**src/rtl/vchan_mem_pkg.sv**
```systemverilog
/*
 * Shared widths, port count and channel payload types for the virtual-channel
 * memory multiplexer. Imported by every RTL and testbench module.
 */
package vchan_mem_pkg;

    // ==============================
    // Sizes
    // ==============================

    localparam int NUM_PORTS   = 4;
    localparam int ADDR_WIDTH  = 32;
    localparam int DATA_WIDTH  = 64;
    localparam int LEN_WIDTH   = 4;
    localparam int VCHAN_WIDTH = $clog2(NUM_PORTS);
    // Port tag sits in the low bits of the user field
    localparam int USER_WIDTH  = 4;
    localparam int STRB_WIDTH  = DATA_WIDTH / 8;
    localparam int RESP_WIDTH  = 2;

    typedef logic [ADDR_WIDTH-1:0]  t_addr;
    typedef logic [DATA_WIDTH-1:0]  t_data;
    typedef logic [LEN_WIDTH-1:0]   t_len;
    typedef logic [VCHAN_WIDTH-1:0] t_vchan;
    typedef logic [USER_WIDTH-1:0]  t_user;
    typedef logic [RESP_WIDTH-1:0]  t_resp;

    // ==============================
    // Channel payloads
    // ==============================

    typedef struct packed {
        t_addr addr;
        t_len  len;    // Beats minus one
        t_user user;
    } t_ar_chan;

    typedef struct packed {
        t_data data;
        t_resp resp;
        logic  last;
        t_user user;
    } t_r_chan;

    typedef struct packed {
        t_addr addr;
        t_len  len;
        t_user user;
    } t_aw_chan;

    typedef struct packed {
        t_data                 data;
        logic [STRB_WIDTH-1:0] strb;
        logic                  last;
    } t_w_chan;

    typedef struct packed {
        t_resp resp;
        t_user user;
    } t_b_chan;

    // Merged write beat whose aw only matters on the first beat of a burst
    typedef struct packed {
        t_aw_chan aw;
        t_w_chan  w;
    } t_wr_beat;

endpackage

```
**src/rtl/vchan_write_split.sv**
```systemverilog
/*
 * Splits the merged write beat stream back into host AW and W. The host may
 * take AW and W in different cycles; a beat retires once both parts are done.
 */
module vchan_write_split
    import vchan_mem_pkg::*;
(
    input  logic     clk,
    input  logic     reset_n,

    input  logic     beat_valid,
    input  t_wr_beat beat,
    output logic     beat_ready,

    output logic     aw_valid,
    output t_aw_chan aw,
    input  logic     aw_ready,

    output logic     w_valid,
    output t_w_chan  w,
    input  logic     w_ready
);

    logic aw_done;
    logic w_done;
    logic sop;

    // AW exists only at the start of a burst
    assign aw_valid = beat_valid && sop && !aw_done;
    assign w_valid  = beat_valid && !w_done;

    assign beat_ready = (aw_ready || aw_done || !sop) && (w_ready || w_done);

    assign aw = beat.aw;
    assign w  = beat.w;

    always_ff @(posedge clk) begin
        if (!reset_n) begin
            aw_done <= 1'b0;
            w_done  <= 1'b0;
            sop     <= 1'b1;
        end else if (beat_valid && beat_ready) begin
            aw_done <= 1'b0;
            w_done  <= 1'b0;
            sop     <= beat.w.last;
        end else begin
            if (aw_valid && aw_ready) begin
                aw_done <= 1'b1;
            end
            if (w_valid && w_ready) begin
                w_done <= 1'b1;
            end
        end
    end

endmodule

```
**config.mk**
```make
export PLATFORM = sky130hd
export DESIGN_NAME = vchan_write_split
export DESIGN_NICKNAME = d
export VERILOG_FILES = /design/src/rtl/vchan_mem_pkg.sv /design/src/rtl/vchan_write_split.sv
export SDC_FILE = /design/constraint.sdc
export NUM_CORES = 1
export LEC_CHECK = 0
export BUFFER_PORTS_ARGS = -buffer_cell sky130_fd_sc_hd__buf_2
export CAP_MARGIN = 10
export CORE_AREA = 4 4 89 91
export DETAILED_ROUTE_END_ITERATION = 8
export DIE_AREA = 0 0 93 95
export SETUP_SLACK_MARGIN = 0.15
export SYNTH_ARGS = -nofsm -noshare
export SYNTH_HDL_FRONTEND = slang
export SYNTH_SLANG_ARGS = --single-unit
```
**constraint.sdc**
```tcl
create_clock -name clk -period 1.2 [get_ports clk]
set_input_delay 0.18 -clock clk [delete_from_list [all_inputs] [get_ports clk]]
set_output_delay 0.18 -clock clk [all_outputs]
set_load 0.05 [all_outputs]
```
==> flow_summary_export.csv <==
group,metric,value,unit
run_status,outcome,"completed",
clock_tree,clock_latency,0.21,ns
clock_tree,clockBufferDepth,2,
floorplan,core,7137,um2
place,dp.cells,126,
timing,finalHoldViolCount,0,
worst_setup_path,r2r_start,"sop",
power_and_ir_drop,ir_drop,0.0001769,V
layout,antenna_cells,0,
min_path,hp-start,"reset_n",
routing,wl_met3,542,um
clock_tree,cts_buffers,3,
worst_setup_path,path_buf_inv,1,
clock_tree,cts_max_level,1,
clock_tree,cts_tree,"yes",
worst_setup_path,path_cells,"nor3b_4 -> nor2_2 -> buf_6",
floorplan,fp.dieArea,8835,um2
floorplan,die_w,93,um
grt,antenna_found_initial,0,
power_and_ir_drop,switchingPower,145.9,uW
layout,layout.nets,151,
logic_synthesis,ys_seq_area_share,6.030,%
routing,dr.max_layer_used,"met4",
timing,fmax,866.1,MHz
worst_setup_path,cp_max_fo,4,
clock_tree,clkSinkCount,3,
layout,area_growth,-58.54,%
worst_setup_path,cpPeakStageDelay,0.34,ns
timing,slew_violations,0,
worst_setup_path,worstSetupPathType,"flip-flop to output pin",
grt,grt_pass1_vias,386,
floorplan,ioPinCount,234,
timing,fin_ws,0.04535,ns
grt,grt_max_degree,6,
power_and_ir_drop,powerDensity,1274,nW/um2
layout,fin_util,5.785,%
power_and_ir_drop,cellLeakagePower,0.0001411,uW
routing,via_per_inst,2.649,
logic_synthesis,syn_area,996.0,um2
timing,rsz0062_at_grt,"yes",
layout,layout_common_cells,"buf_2 (6), nor2_1 (3), clkbuf_8 (3), buf_6 (3)",
grt,grt_pass1_wl,2.373,mm
layout,mostFrequentLayoutCell,"buf_2",
layout,drive_above_1_share,62.50,%
worst_setup_path,cp-end-kind,"output pin",
floorplan,die_h,95,um
layout,fillers,875,
routing,route.detailed.drc,0,
grt,grt_overflow,0,
timing,relSlewSlack,75.63,%
job,maxCapViolCount,0,
logic_synthesis,ys_types,12,
layout,stdcell_count,131,
floorplan,rows,31,
clock_tree,cts-root-buf,"clkbuf_8",
logic_synthesis,yosys_register_bits,3,
place,portBuffers,9,
timing,worstMarginPinSlew,0.3632,ns
logic_synthesis,synthesis.instances,131,
worst_setup_path,crit_path_start_kind,"flip-flop",
power_and_ir_drop,p_int,380.0,uW
floorplan,initial_core_util,13.96,%
clock_tree,clkTransAtPathRegs,0.03,ns
worst_setup_path,crit_start,"sop",
timing,period_share,96.22,%
timing,period_needed,1.155,ns
timing,skew,0.0005532,ns
routing,wl,2.007,mm
routing,postRouteAntennaNets,0,
worst_setup_path,cpLargestDelayFamily,"flip-flops",
routing,drt_iter0_drc,3,
routing,drt_first_pass_iters,2,
worst_setup_path,crit_required,1.02,ns
worst_setup_path,crit_slowest_cell,"dfxtp_2",
power_and_ir_drop,power.share.combinational,22.6,%
routing,vias,347,
timing,timing.hold.ws,0.2085,ns
routing,wl_met2,677,um
power_and_ir_drop,clkPwrFrac,55.6,%
routing,wl_met1,221,um
place,place_ws,0.1483,ns
logic_synthesis,synth_nets,249,
timing,setup_violations,0,
grt,track_usage,4.304,%
worst_setup_path,reg2reg_slack,0.14,ns
worst_setup_path,arrival,0.97,ns
power_and_ir_drop,seqPwrFrac,21.8,%
place,dpl.hpwl,1.526,mm
power_and_ir_drop,finalPower,525.9,uW
routing,post_drt_wl_per_cell,15.32,um
min_path,hp-class,"input pin to flip-flop",
logic_synthesis,syn_avg_cell_area,7.603,um2
logic_synthesis,yosys_warnings,0,
place,place_congestion,0.5485,
power_and_ir_drop,p_sw_share,27.74,%
power groups by stage:
stage	Sequential (uW)	Combinational, uW	Clock, uW
global placement	115	93.0	0
floorplan	114	1070	0
CTS	115	109	304
detailed placement	115	93.9	0
global route	115	127	308
finish	115	119	293
synthesized netlist by cell type:
cell type | number | share of area [%]
a31oi_1 | 2 | 1.3
nor2_1 | 5 | 1.9
buf_4 | 113 | 85
a21oi_1 | 1 | 0.50
nand2_1 | 1 | 0.38
nor3b_4 | 1 | 1.9
nor4b_1 | 1 | 0.88
nor2b_1 | 1 | 0.63
o21ai_1 | 1 | 0.50
o21ai_0 | 1 | 0.50
dfxtp_1 | 3 | 6.0
inv_1 | 1 | 0.38
cells by family (layout without fill, tap and decap cells):
group	after synthesis	in the layout	share of synthesized area [%]
flops	3	3	6.030
simple gates	9	9	5.654
buf+inv	114	15	85.55
compound gates	5	5	2.762
final timing paths:
| check | endpoint | depth (start not counted) |
|---|---|---|
| worst max-delay path | beat_ready | 3 |
| worst min-delay path | sop | 2 |
| worst max register to register | sop | 4 |
| worst min register to register | sop | 2 |
layer usage:
metal,vias up,global-route usage [%]
met5,-,0
met4,0,13.55
met3,66,5.179
met2,66,3.959
met1,124,0.8061
li1,91,-
area by class of cell:
class | count | area (um2) | share of cell area [%]
Timing Repair Buffer | 10 | 71.32 | 17.27
Tap cell | 99 | 123.9 | 30.00
Sequential cell | 3 | 62.56 | 15.15
Multi-Input combinational cell | 14 | 106.4 | 25.76
Inverter | 1 | 3.754 | 0.9091
Clock buffer | 4 | 45.04 | 10.91
repair_timing:
action                     in CTS  in global routing
setup endpoints to repair       3                  6
buffers inserted                1                  0
pin swaps                       2                  0
gates resized for setup         7                  4
hold buffers                    0                  0
hold endpoints to repair        0                  0
state kept, by name, indices dropped and copies added, names as in the netlist:
register / flops
aw_done: 1
sop: 1
w_done: 1
stage by stage:
stage          instance area, um2   TNS [ns]
2_1_floorplan                1003          0
3_3_place_gp                324.1          0
3_5_place_dp                324.1          0
4_1_cts                     394.1          0
5_1_grt                     412.9  -0.001614
6_report                    412.9          0
worst register-to-register path, cell delays in order (launching register included):
cell	delay, ns
dfxtp_2	0.32
nor3b_4	0.15
buf_4	0.14
nor4b_4	0.25
a31oi_1	0.06
Note: power is estimated with default switching activity, not from simulation.
