File: config.mk
export PLATFORM = sky130hd
export DESIGN_NAME = vchan_write_merge
export DESIGN_NICKNAME = d
export VERILOG_FILES = /design/src/rtl/vchan_mem_pkg.sv /design/src/rtl/vchan_write_merge.sv
export SDC_FILE = /design/constraint.sdc
export NUM_CORES = 1
export LEC_CHECK = 0
export BUFFER_PORTS_ARGS = -buffer_cell sky130_fd_sc_hd__buf_2
export CAP_MARGIN = 10
export CORE_AREA = 2 2 91 93
export DETAILED_ROUTE_END_ITERATION = 16
export DIE_AREA = 0 0 93 95
export PLACE_DENSITY = 0.5
export SYNTH_ARGS = -nofsm -noshare
export SYNTH_HDL_FRONTEND = slang
export SYNTH_SLANG_ARGS = --single-unit
File: constraint.sdc
create_clock -name clk -period 0.8 [get_ports clk]
set_input_delay 0.08 -clock clk [delete_from_list [all_inputs] [get_ports clk]]
set_output_delay 0.08 -clock clk [all_outputs]
set_load 0.005 [all_outputs]
File: src/rtl/vchan_mem_pkg.sv
/*
 * Shared widths, port count and channel payload types for the virtual-channel
 * memory multiplexer. Imported by every RTL and testbench module.
 */
package vchan_mem_pkg;

    // ==============================
    // Sizes
    // ==============================

    localparam int NUM_PORTS   = 4;
    localparam int ADDR_WIDTH  = 32;
    localparam int DATA_WIDTH  = 64;
    localparam int LEN_WIDTH   = 4;
    localparam int VCHAN_WIDTH = $clog2(NUM_PORTS);
    // Port tag sits in the low bits of the user field
    localparam int USER_WIDTH  = 4;
    localparam int STRB_WIDTH  = DATA_WIDTH / 8;
    localparam int RESP_WIDTH  = 2;

    typedef logic [ADDR_WIDTH-1:0]  t_addr;
    typedef logic [DATA_WIDTH-1:0]  t_data;
    typedef logic [LEN_WIDTH-1:0]   t_len;
    typedef logic [VCHAN_WIDTH-1:0] t_vchan;
    typedef logic [USER_WIDTH-1:0]  t_user;
    typedef logic [RESP_WIDTH-1:0]  t_resp;

    // ==============================
    // Channel payloads
    // ==============================

    typedef struct packed {
        t_addr addr;
        t_len  len;    // Beats minus one
        t_user user;
    } t_ar_chan;

    typedef struct packed {
        t_data data;
        t_resp resp;
        logic  last;
        t_user user;
    } t_r_chan;

    typedef struct packed {
        t_addr addr;
        t_len  len;
        t_user user;
    } t_aw_chan;

    typedef struct packed {
        t_data                 data;
        logic [STRB_WIDTH-1:0] strb;
        logic                  last;
    } t_w_chan;

    typedef struct packed {
        t_resp resp;
        t_user user;
    } t_b_chan;

    // Merged write beat whose aw only matters on the first beat of a burst
    typedef struct packed {
        t_aw_chan aw;
        t_w_chan  w;
    } t_wr_beat;

endpackage

File: src/rtl/vchan_write_merge.sv
/*
 * Joins one port's AW and W channels into a single write beat stream so that
 * bursts can be arbitrated as a unit. AW rides along only on the first beat.
 */
module vchan_write_merge
    import vchan_mem_pkg::*;
(
    input  logic     clk,
    input  logic     reset_n,

    input  logic     aw_valid,
    input  t_aw_chan aw,
    output logic     aw_ready,

    input  logic     w_valid,
    input  t_w_chan  w,
    output logic     w_ready,

    output logic     beat_valid,
    output t_wr_beat beat,
    output logic     beat_last,
    input  logic     beat_ready
);

    // High when the next W beat opens a new burst
    logic sop;

    // A burst's first beat needs its AW as well
    assign beat_valid = w_valid && (aw_valid || !sop);
    assign aw_ready   = beat_ready && w_valid && sop;
    assign w_ready    = beat_ready && (aw_valid || !sop);

    always_comb begin
        beat.w  = w;
        beat.aw = sop ? aw : '0;
    end

    assign beat_last = w.last;

    always_ff @(posedge clk) begin
        if (!reset_n) begin
            sop <= 1'b1;
        end else if (w_valid && w_ready) begin
            sop <= w.last;
        end
    end

endmodule

==> impl_metrics.yaml, run 1 <==
route:
  ant_nets: 0
  wl_per_cell_um: 9.68
  wire_length_after_detailed_routing_um: 2400
  detail_route.first_pass.iterations: 2
  vias_per_cell: 3.07
  drcViolationCount: 0
  via_count: 762
  dr_iter_0_viols: 2
run:
  drv.max_cap_violation_count: 0
finish:
  largest_register: "sop"
  utilization_of_the_core_after_routing: 0.137
  top_regs: "sop (1)"
  insertedDiodeCount: 0
  largest_reg_flops: 1
  post_route_cells_drive_above_1_share: 0.972
  fillCellCount: 917
  sequential_cell_area_um2: 23.8
  multi_input_area_um2: 370
  fin_nets: 263
  area_growth_syn_to_layout_pct: 15.1
yosys:
  yosysWarningCount: 0
  synth-xor-area-share: 0
  yosys.area_share.simple: 0.358
  synthesis.instances: 127
  ys_seq_area_frac: 0.0212
  synth.top_cells.by_count: "buf_4 (74), and2_2 (40), clkbuf_2 (4)"
  netlist_area_um2: 945
  synth_top_family_by_area: "buffers and inverters"
  ys_types: 11
  postSynth.topFlopCell: "dfxtp_1"
  synth_seq_cells: 1
  synthAdderAreaFrac: 0
  complex_gate_fraction_of_the_synthesized_area: 0.00795
  synthMuxAreaShare: 0
  number_of_synthesized_flops_with_an_enable_pin: 0
  synth.top_cells.by_area: "buf_4 (59%), and2_2 (32%), clkbuf_2 (2.1%)"
  synth-async-reset-ratio: 0
  syn_avg_cell_area_um2: 7.44
  synth_top_cell_area_share: 0.588
  yosys.cell_count.top_type: "buf_4"
  postSynthNetCount: 245
  synth.largest_area_cell: "buf_4"
run_status:
  run_status: "complete, but fails checks"
  failed_checks: "negative setup slack"
critical_path:
  critical_path.max_fanout: 7
  reg2regPathDepth: 3
  arrival_ns: 0.74
  regToRegStartpoint: "sop"
  critical_path_required_ns: 0.69
  startpoint_type: "flip-flop"
  worstSetupEndpoint: "sop"
  critical_path_launch_point: "sop"
  r2r_slack_ns: -0.06
  terminus_of_the_critical_flop_to_flop_path: "sop"
  setup.worst_path.class: "flip-flop to flip-flop"
  end_kind: "flip-flop"
worst_hold_path:
  min-delay-path-class: "primary input to primary output"
  hold_depth: 0
power:
  power.static_leakage_nw: 0.589
  vdd_ir_drop_max_v: 0.000126
  power-per-cell-area_mw_per_mm2: 543
timing:
  clock_period_minus_final_worst_setup_slack_ns: 0.857
  timing.final.setup_violations: 38
  timing_max_transition_violations_final: 0
  worst-slew-pin-transition_ns: 0.244
  setup_slack_ns: -0.0575
  slew_limit_headroom: 0.836
  achievable-frequency_mhz: 1170
  post-route-period-util: 1.07
  hold_viol_final: 0
  unrepaired_setup_endpoints_after_global_routing: "true"
  fin_tns_setup_ns: -1.49
  worst_clock_skew_ns: 0
placement:
  hpwl_um: 2100
  portBuffers: 90
  place_ws_ns: -0.141
  gp_routability_congestion: 0.594
grt:
  grt_pass1_wl_um: 2910
  global_route_total_usage_across_every_layer: 0.0411
  initial_antenna_violation_count: 0
  grt_start_max_net_pins: 21
  first_global_vias: 587
  total_global_routing_overflow: 0
floorplanning:
  fp.coreArea_mm2: 0.00793
  floorplan.io_pins: 235
  floorplan.die_area_mm2: 0.00884
  fp.dieW_um: 93
  effective_utilization_at_floorplan: 0.119
  die_h_um: 95
  placementRows: 33
clocking:
  worstSkewPairLatency_ns: 0
  clkSlewWorstSetupHoldPaths_ns: 0
  cts.repair_timing.setup_buffer_count: 0
kinds of logic (layout without fill, tap and decap cells):
| family | Yosys count | after routing |
|---|---|---|
| DFF | 1 | 1 |
| buffers and inverters | 79 | 95 |
| AOI/OAI and AO/OA | 1 | 1 |
| and+or+nand+nor | 46 | 46 |
layer usage:
layer / vias up / share of wire / GRT usage
met3: 38 / 0.16 / 0.00718
li1: 342 / - / -
met1: 308 / 0.30 / 0.0362
met4: 0 / 0.091 / 0.0466
met2: 74 / 0.45 / 0.0743
met5: - / 0 / 0
power breakdown:
group,internal [W],switching (W),leakage [nW]
logic,0.000365,0.000170,0.581
clock network,0,0,0
registers,0.0000518,0.00000364,0.00817
total,0.000417,0.000174,0.589
cells in the final DEF, fill, tap and decap left out, drive strengths merged:
master,count
and2,42
nand2b,1
o211ai,1
buf,94
dfxtp,1
and3,2
inv,1
nand3,1
how the worst min path moves through the flow:
| stage | from | endpoint | slack (ns) |
|---|---|---|---|
| floorplan | reset_n | sop | 0.17 |
| global placement | w[14] | beat[14] | 0.16 |
| detailed placement | w[14] | beat[14] | 0.16 |
| CTS | w[14] | beat[14] | 0.16 |
| global route | w[60] | beat[60] | 0.16 |
| finish | w[23] | beat[23] | 0.16 |
worst max-delay path: stages (launching register included):
cell	delay (ns)
dfxtp_4	0.35
buf_6	0.13
inv_1	0.04
o211ai_1	0.22
timing repair:
action	in CTS	in global routing
endpoints found under the setup margin	44	44
gates cloned	1	0
resized for setup	23	6
hold buffers	0	0
pin swaps	3	0
area by class of cell:
cell class | instances | share of cell area
multi-input cells | 47 | 0.341
inverters | 1 | 0.00345
repair buffers | 94 | 0.513
flip-flops and latches | 1 | 0.0219
well taps | 105 | 0.121
through the flow:
step	power, W	cells	area [um^2]	hold slack, ns
finish	0.000590	248	1090	0.160
global route	0.000649	248	1090	0.160
CTS	0.000575	248	1060	0.160
detailed placement	0.000506	247	973	0.160
global placement	0.000501	247	973	0.160
floorplan	0.000542	127	945	0.169
(Power assumes the default switching activity.)
==> inputs of run 2 (changes only) <==
--- a/config.mk
+++ b/config.mk
@@ -10,6 +10,7 @@
 export CORE_AREA = 2 2 91 93
 export DETAILED_ROUTE_END_ITERATION = 16
 export DIE_AREA = 0 0 93 95
+export GPL_TIMING_DRIVEN = 0
 export PLACE_DENSITY = 0.5
 export SYNTH_ARGS = -nofsm -noshare
 export SYNTH_HDL_FRONTEND = slang
==> run 2 against run 1 <==
  * The run still ends with negative setup slack left
  * Via count increased by 70%
  * Critical path depth unchanged
  * Clock skew unchanged
  * First-iteration DRC count increased to 7.0 times the previous value
  * Die area unchanged
  * Routed wire length increased by 40%
  * Sequential power increased by 10%
  * Sequential share of layout area decreased by 1.1 points
  * Critical path type is now flip-flop to primary output
  * Largest cell class unchanged
  * Highest routed layer is now met5
==> impl_metrics.yaml, run 2 (synthesis results as in run 1) <==
timing:
  clock_period_minus_final_worst_setup_slack_ns: 0.886
  timing_max_transition_violations_final: 0
  worst_clock_skew_ns: 0
  slew_limit_headroom: 0.897
  worst-slew-pin-transition_ns: 0.155
  unrepaired_setup_endpoints_after_global_routing: "true"
  achievable-frequency_mhz: 1130
  setup_slack_ns: -0.0859
  hold_viol_final: 0
  post-route-period-util: 1.11
  timing.final.setup_violations: 42
finish:
  fillCellCount: 833
  final_cell_mix: "buf_2 (132), buf_4 (74), buf_6 (30), and2_4 (25), and2_2 (15)"
  insertedDiodeCount: 0
  post_route_cells_drive_above_1_share: 0.976
  utilization_of_the_core_after_routing: 0.271
  post_layout_nonfiller_instances: 394
  top_regs: "sop (1)"
  layout.cells.most_common: "buf_2"
  fin_nets: 409
  area_growth_syn_to_layout_pct: 128
  sequential_cell_area_um2: 23.8
  multi_input_area_um2: 377
  largest_reg_flops: 1
  largest_register: "sop"
  final_area_mm2: 0.00215
placement:
  hpwl_um: 3060
  place_ws_ns: -0.321
  portBuffers: 162
  placed_cell_area_mm2: 0.00189
  place_inst: 394
  gp_routability_congestion: 0.692
grt:
  total_global_routing_overflow: 0
  initial_antenna_violation_count: 1
  first_global_vias: 944
  grt_pass1_wl_um: 4040
  global_route_total_usage_across_every_layer: 0.0554
  grt_start_max_net_pins: 11
critical_path:
  setup.worst_path.class: "flip-flop to primary output"
  crit_path_top_delay_cell: "dfxtp_4"
  path_cells: "buf_8 > and2_2 > buf_6"
  cpPeakStageDelay_ns: 0.37
  arrival_ns: 0.81
  critical_path.max_fanout: 10
  critical_path_required_ns: 0.72
  end_kind: "primary output"
  startpoint_type: "flip-flop"
run_status:
  run_status: "complete, but fails checks"
  failed_checks: "negative setup slack"
clocking:
  holdBufCountCts: 0
  cts.repair_timing.setup_buffer_count: 0
  clkSlewWorstSetupHoldPaths_ns: 0
  worstSkewPairLatency_ns: 0
power:
  power-per-cell-area_mw_per_mm2: 552
  switching_share: 0.269
  vdd_ir_drop_max_v: 0.000193
  pwr-share-clk: 0
  seq_power_share: 0.052
  p_sw_w: 0.000319
  power.static_leakage_nw: 1.29
  comb_power_share: 0.948
  power_report.internal_total_w: 0.000867
floorplanning:
  floorplan.die_area_mm2: 0.00884
  fp.coreArea_mm2: 0.00793
  placementRows: 33
  fp.dieW_um: 93
  floorplan.io_pins: 235
  effective_utilization_at_floorplan: 0.119
  die_h_um: 95
route:
  dr_iter_0_viols: 14
  via_count: 1296
  detail_route.first_pass.iterations: 3
  vias_per_cell: 3.29
  ant_nets: 0
  drcViolationCount: 0
  wire_length_after_detailed_routing_um: 3360
  wl_per_cell_um: 8.52
run:
  drv.max_cap_violation_count: 0
worst_hold_path:
  min-delay-path-class: "primary input to flip-flop"
==> run 2: changes by cell type in the layout (fill, tap and decap cells not counted) <==
| cell | delta |
|---|---|
| buf_8 | +4 |
| buf_4 | +74 |
| nand2b_4 | -1 |
| and2_4 | +13 |
| buf_6 | +16 |
| and2_1 | +2 |
| buf_2 | +52 |
| nand2b_1 | +1 |
| and2_2 | -15 |
==> run 2: final cells by class <==
class | count | area share
Multi-Input combinational cell | 47 | 0.175
Sequential cell | 1 | 0.0111
Buffer | 78 | 0.286
Inverter | 1 | 0.00175
Timing Repair Buffer | 162 | 0.464
Tap cell | 105 | 0.0611
==> run 2: critical path: cells and delay by family (launching register included) <==
family                 cells  cell delay [ns]
AND/OR/NAND/NOR            1             0.17
buffers and inverters      2             0.26
flip-flops                 1             0.37
==> run 2: routing by layer <==
| metal | global-route usage | wire (um) | vias up |
|---|---|---|---|
| li1 | - | - | 633 |
| met1 | 0.0496 | 932 | 527 |
| met2 | 0.126 | 1830 | 130 |
| met3 | 0.0120 | 544 | 4 |
| met4 | 0.00613 | 36 | 2 |
| met5 | 0 | 13 | - |
==> run 2: repair_timing <==
item	in CTS	in global routing
setup endpoints to repair	44	43
pin swaps	2	2
gates resized for setup	61	8
==> run 2: path summary, 6_finish.rpt <==
| path | startpoint | to | slack [ns] | depth (start not counted) |
|---|---|---|---|---|
| max | sop | beat[75] | -0.09 | 3 |
| min | reset_n | sop | 0.29 | 2 |
| max reg2reg | sop | sop | 0.08 | 2 |
| min reg2reg | sop | sop | 0.58 | 2 |
==> run 2: metrics by stage <==
step	hold slack (ns)	total power (W)	setup TNS, ns
6_report	0.288	0.00119	-2.52
3_3_place_gp	0.294	0.000973	-11.66
2_1_floorplan	0.169	0.000542	0
4_1_cts	0.296	0.00117	-3.35
5_1_grt	0.304	0.00128	-4.02
3_5_place_dp	0.306	0.000974	-12.18
==> run 2: power groups by stage <==
stage / registers (W) / clock network, W / logic [W]
final: 0.0000611 / 0 / 0.00112
after global routing: 0.0000626 / 0 / 0.00122
after CTS: 0.0000598 / 0 / 0.00111
after detailed placement: 0.0000599 / 0 / 0.000914
after global placement: 0.0000597 / 0 / 0.000914
after floorplan: 0.0000561 / 0 / 0.000486
==> inputs of run 3 (changes only) <==
--- a/config.mk
+++ b/config.mk
@@ -7,11 +7,14 @@
 export LEC_CHECK = 0
 export BUFFER_PORTS_ARGS = -buffer_cell sky130_fd_sc_hd__buf_2
 export CAP_MARGIN = 10
-export CORE_AREA = 2 2 91 93
+export CELL_PAD_IN_SITES_DETAIL_PLACEMENT = 0
+export CELL_PAD_IN_SITES_GLOBAL_PLACEMENT = 1
+export CORE_ASPECT_RATIO = 1.1
+export CORE_MARGIN = 1
+export CORE_UTILIZATION = 10
 export DETAILED_ROUTE_END_ITERATION = 16
-export DIE_AREA = 0 0 93 95
 export GPL_TIMING_DRIVEN = 0
-export PLACE_DENSITY = 0.5
+export PLACE_DENSITY = 0.75
 export SYNTH_ARGS = -nofsm -noshare
 export SYNTH_HDL_FRONTEND = slang
 export SYNTH_SLANG_ARGS = --single-unit
==> run 3 against run 2 <==
  * The run still ends with negative setup slack left
  * Cell area rose by 0.41%
  * Via count rose by 1.9%
  * Utilization fell by 3.2 points
  * Sequential share of layout area barely moved
  * Die area rose by 11%
  * First-iteration DRC count rose by 57%
==> impl_metrics.yaml, run 3 (synthesis results as in run 1) <==
grt:
  total_global_routing_overflow: 0
  grt_pass1_wl_um: 4880
  first_global_vias: 1172
  initial_antenna_violation_count: 0
  global_route_total_usage_across_every_layer: 0.0589
  grt_start_max_net_pins: 11
placement:
  portBuffers: 162
  gp_routability_congestion: 0.694
  hpwl_um: 3030
  place_ws_ns: -0.360
  placed_cell_area_mm2: 0.00190
timing:
  clock_period_minus_final_worst_setup_slack_ns: 0.886
  setup_slack_ns: -0.0857
  achievable-frequency_mhz: 1130
  worst-slew-pin-transition_ns: 0.157
  post-route-period-util: 1.11
  unrepaired_setup_endpoints_after_global_routing: "true"
  timing.final.setup_violations: 42
  worst_clock_skew_ns: 0
  hold_viol_final: 0
  timing_max_transition_violations_final: 0
  slew_limit_headroom: 0.895
floorplanning:
  effective_utilization_at_floorplan: 0.105
  fp.dieW_um: 94.7
  fp.coreArea_mm2: 0.00901
  floorplan.die_area_mm2: 0.00984
  die_h_um: 104
  placementRows: 36
  floorplan.io_pins: 235
critical_path:
  critical_path_required_ns: 0.72
  path_cells: "buf_8 > and2_2 > buf_2"
  regToRegStartpoint: "sop"
  r2r_slack_ns: 0.09
  crit_path_top_delay_cell: "dfxtp_4"
  reg2regPathDepth: 2
  critical_path_launch_point: "sop"
  end_kind: "primary output"
  arrival_ns: 0.81
  critical_path.max_fanout: 10
  setup.worst_path.class: "flip-flop to primary output"
  cpPeakStageDelay_ns: 0.37
  startpoint_type: "flip-flop"
finish:
  layout.cells.most_common: "buf_2"
  largest_reg_flops: 1
  largest_register: "sop"
  area_growth_syn_to_layout_pct: 128
  insertedDiodeCount: 0
  final_area_mm2: 0.00216
  top_regs: "sop (1)"
  final_cell_mix: "buf_2 (133), buf_4 (74), buf_6 (29), and2_4 (25), and2_2 (15)"
  utilization_of_the_core_after_routing: 0.240
  post_route_cells_drive_above_1_share: 0.976
  fin_nets: 409
power:
  switching_share: 0.274
  p_sw_w: 0.000327
  pwr-share-clk: 0
  power_report.internal_total_w: 0.000864
  comb_power_share: 0.948
  power.static_leakage_nw: 1.29
  seq_power_share: 0.052
  vdd_ir_drop_max_v: 0.000153
  power-per-cell-area_mw_per_mm2: 552
route:
  drcViolationCount: 0
  via_count: 1320
  wl_per_cell_um: 8.60
  detail_route.first_pass.iterations: 2
  dr_iter_0_viols: 22
  wire_length_after_detailed_routing_um: 3470
  ant_nets: 0
  vias_per_cell: 3.28
worst_hold_path:
  min-delay-path-class: "primary input to flip-flop"
  worstHoldStart: "reset_n"
  hold_depth: 2
run_status:
  failed_checks: "negative setup slack"
  run_status: "complete, but fails checks"
clocking:
  holdBufCountCts: 0
  clkSlewWorstSetupHoldPaths_ns: 0
  worstSkewPairLatency_ns: 0
  cts.repair_timing.setup_buffer_count: 0
run:
  drv.max_cap_violation_count: 0
[run 3: layer usage]
metal	global-route usage	vias up	routed length, um
li1	-	634	-
met1	0.0477	541	875
met2	0.144	143	2070
met3	0.00219	2	498
met4	0.00325	0	19
met5	0	-	0
[run 3: final timing paths]
kind,end
worst min-delay path,sop
worst max-delay path,beat[80]
worst max register to register,sop
worst min register to register,sop
[run 3: what timing repair did]
action                                  4_1_cts  5_1_grt
pin swaps                                     2        2
endpoints found under the setup margin       44       43
cloned                                        0        0
gates resized for setup                      58       11
[run 3: area by class of cell]
| type | count | area, um^2 |
|---|---|---|
| tap | 114 | 143 |
| inverter | 1 | 3.75 |
| timing repair buffer | 162 | 992 |
| multi-input combinational | 47 | 380 |
| sequential | 1 | 23.8 |
| buffer | 78 | 616 |
| fill | 970 | 6850 |
[run 3: power groups by stage]
stage	combinational [W]	sequential (W)	clock, W
final	0.00113	0.0000614	0
after global routing	0.00123	0.0000629	0
after CTS	0.00111	0.0000600	0
after detailed placement	0.000924	0.0000600	0
after global placement	0.000915	0.0000600	0
after floorplan	0.000486	0.0000561	0
[run 3: worst max-delay path: cells and delay by family (launching register included)]
family,cells,cell delay [ns]
simple gates,1,0.16
buf+inv,2,0.27
flops,1,0.37
[run 3: stage by stage]
stage,instances,setup TNS [ns],total power (W),hold WS [ns]
floorplan,127,0,0.000542,0.169
global placement,403,-12.39,0.000975,0.290
detailed placement,403,-12.74,0.000984,0.301
CTS,403,-3.57,0.00117,0.292
global route,403,-4.28,0.00129,0.309
finish,403,-2.67,0.00119,0.282
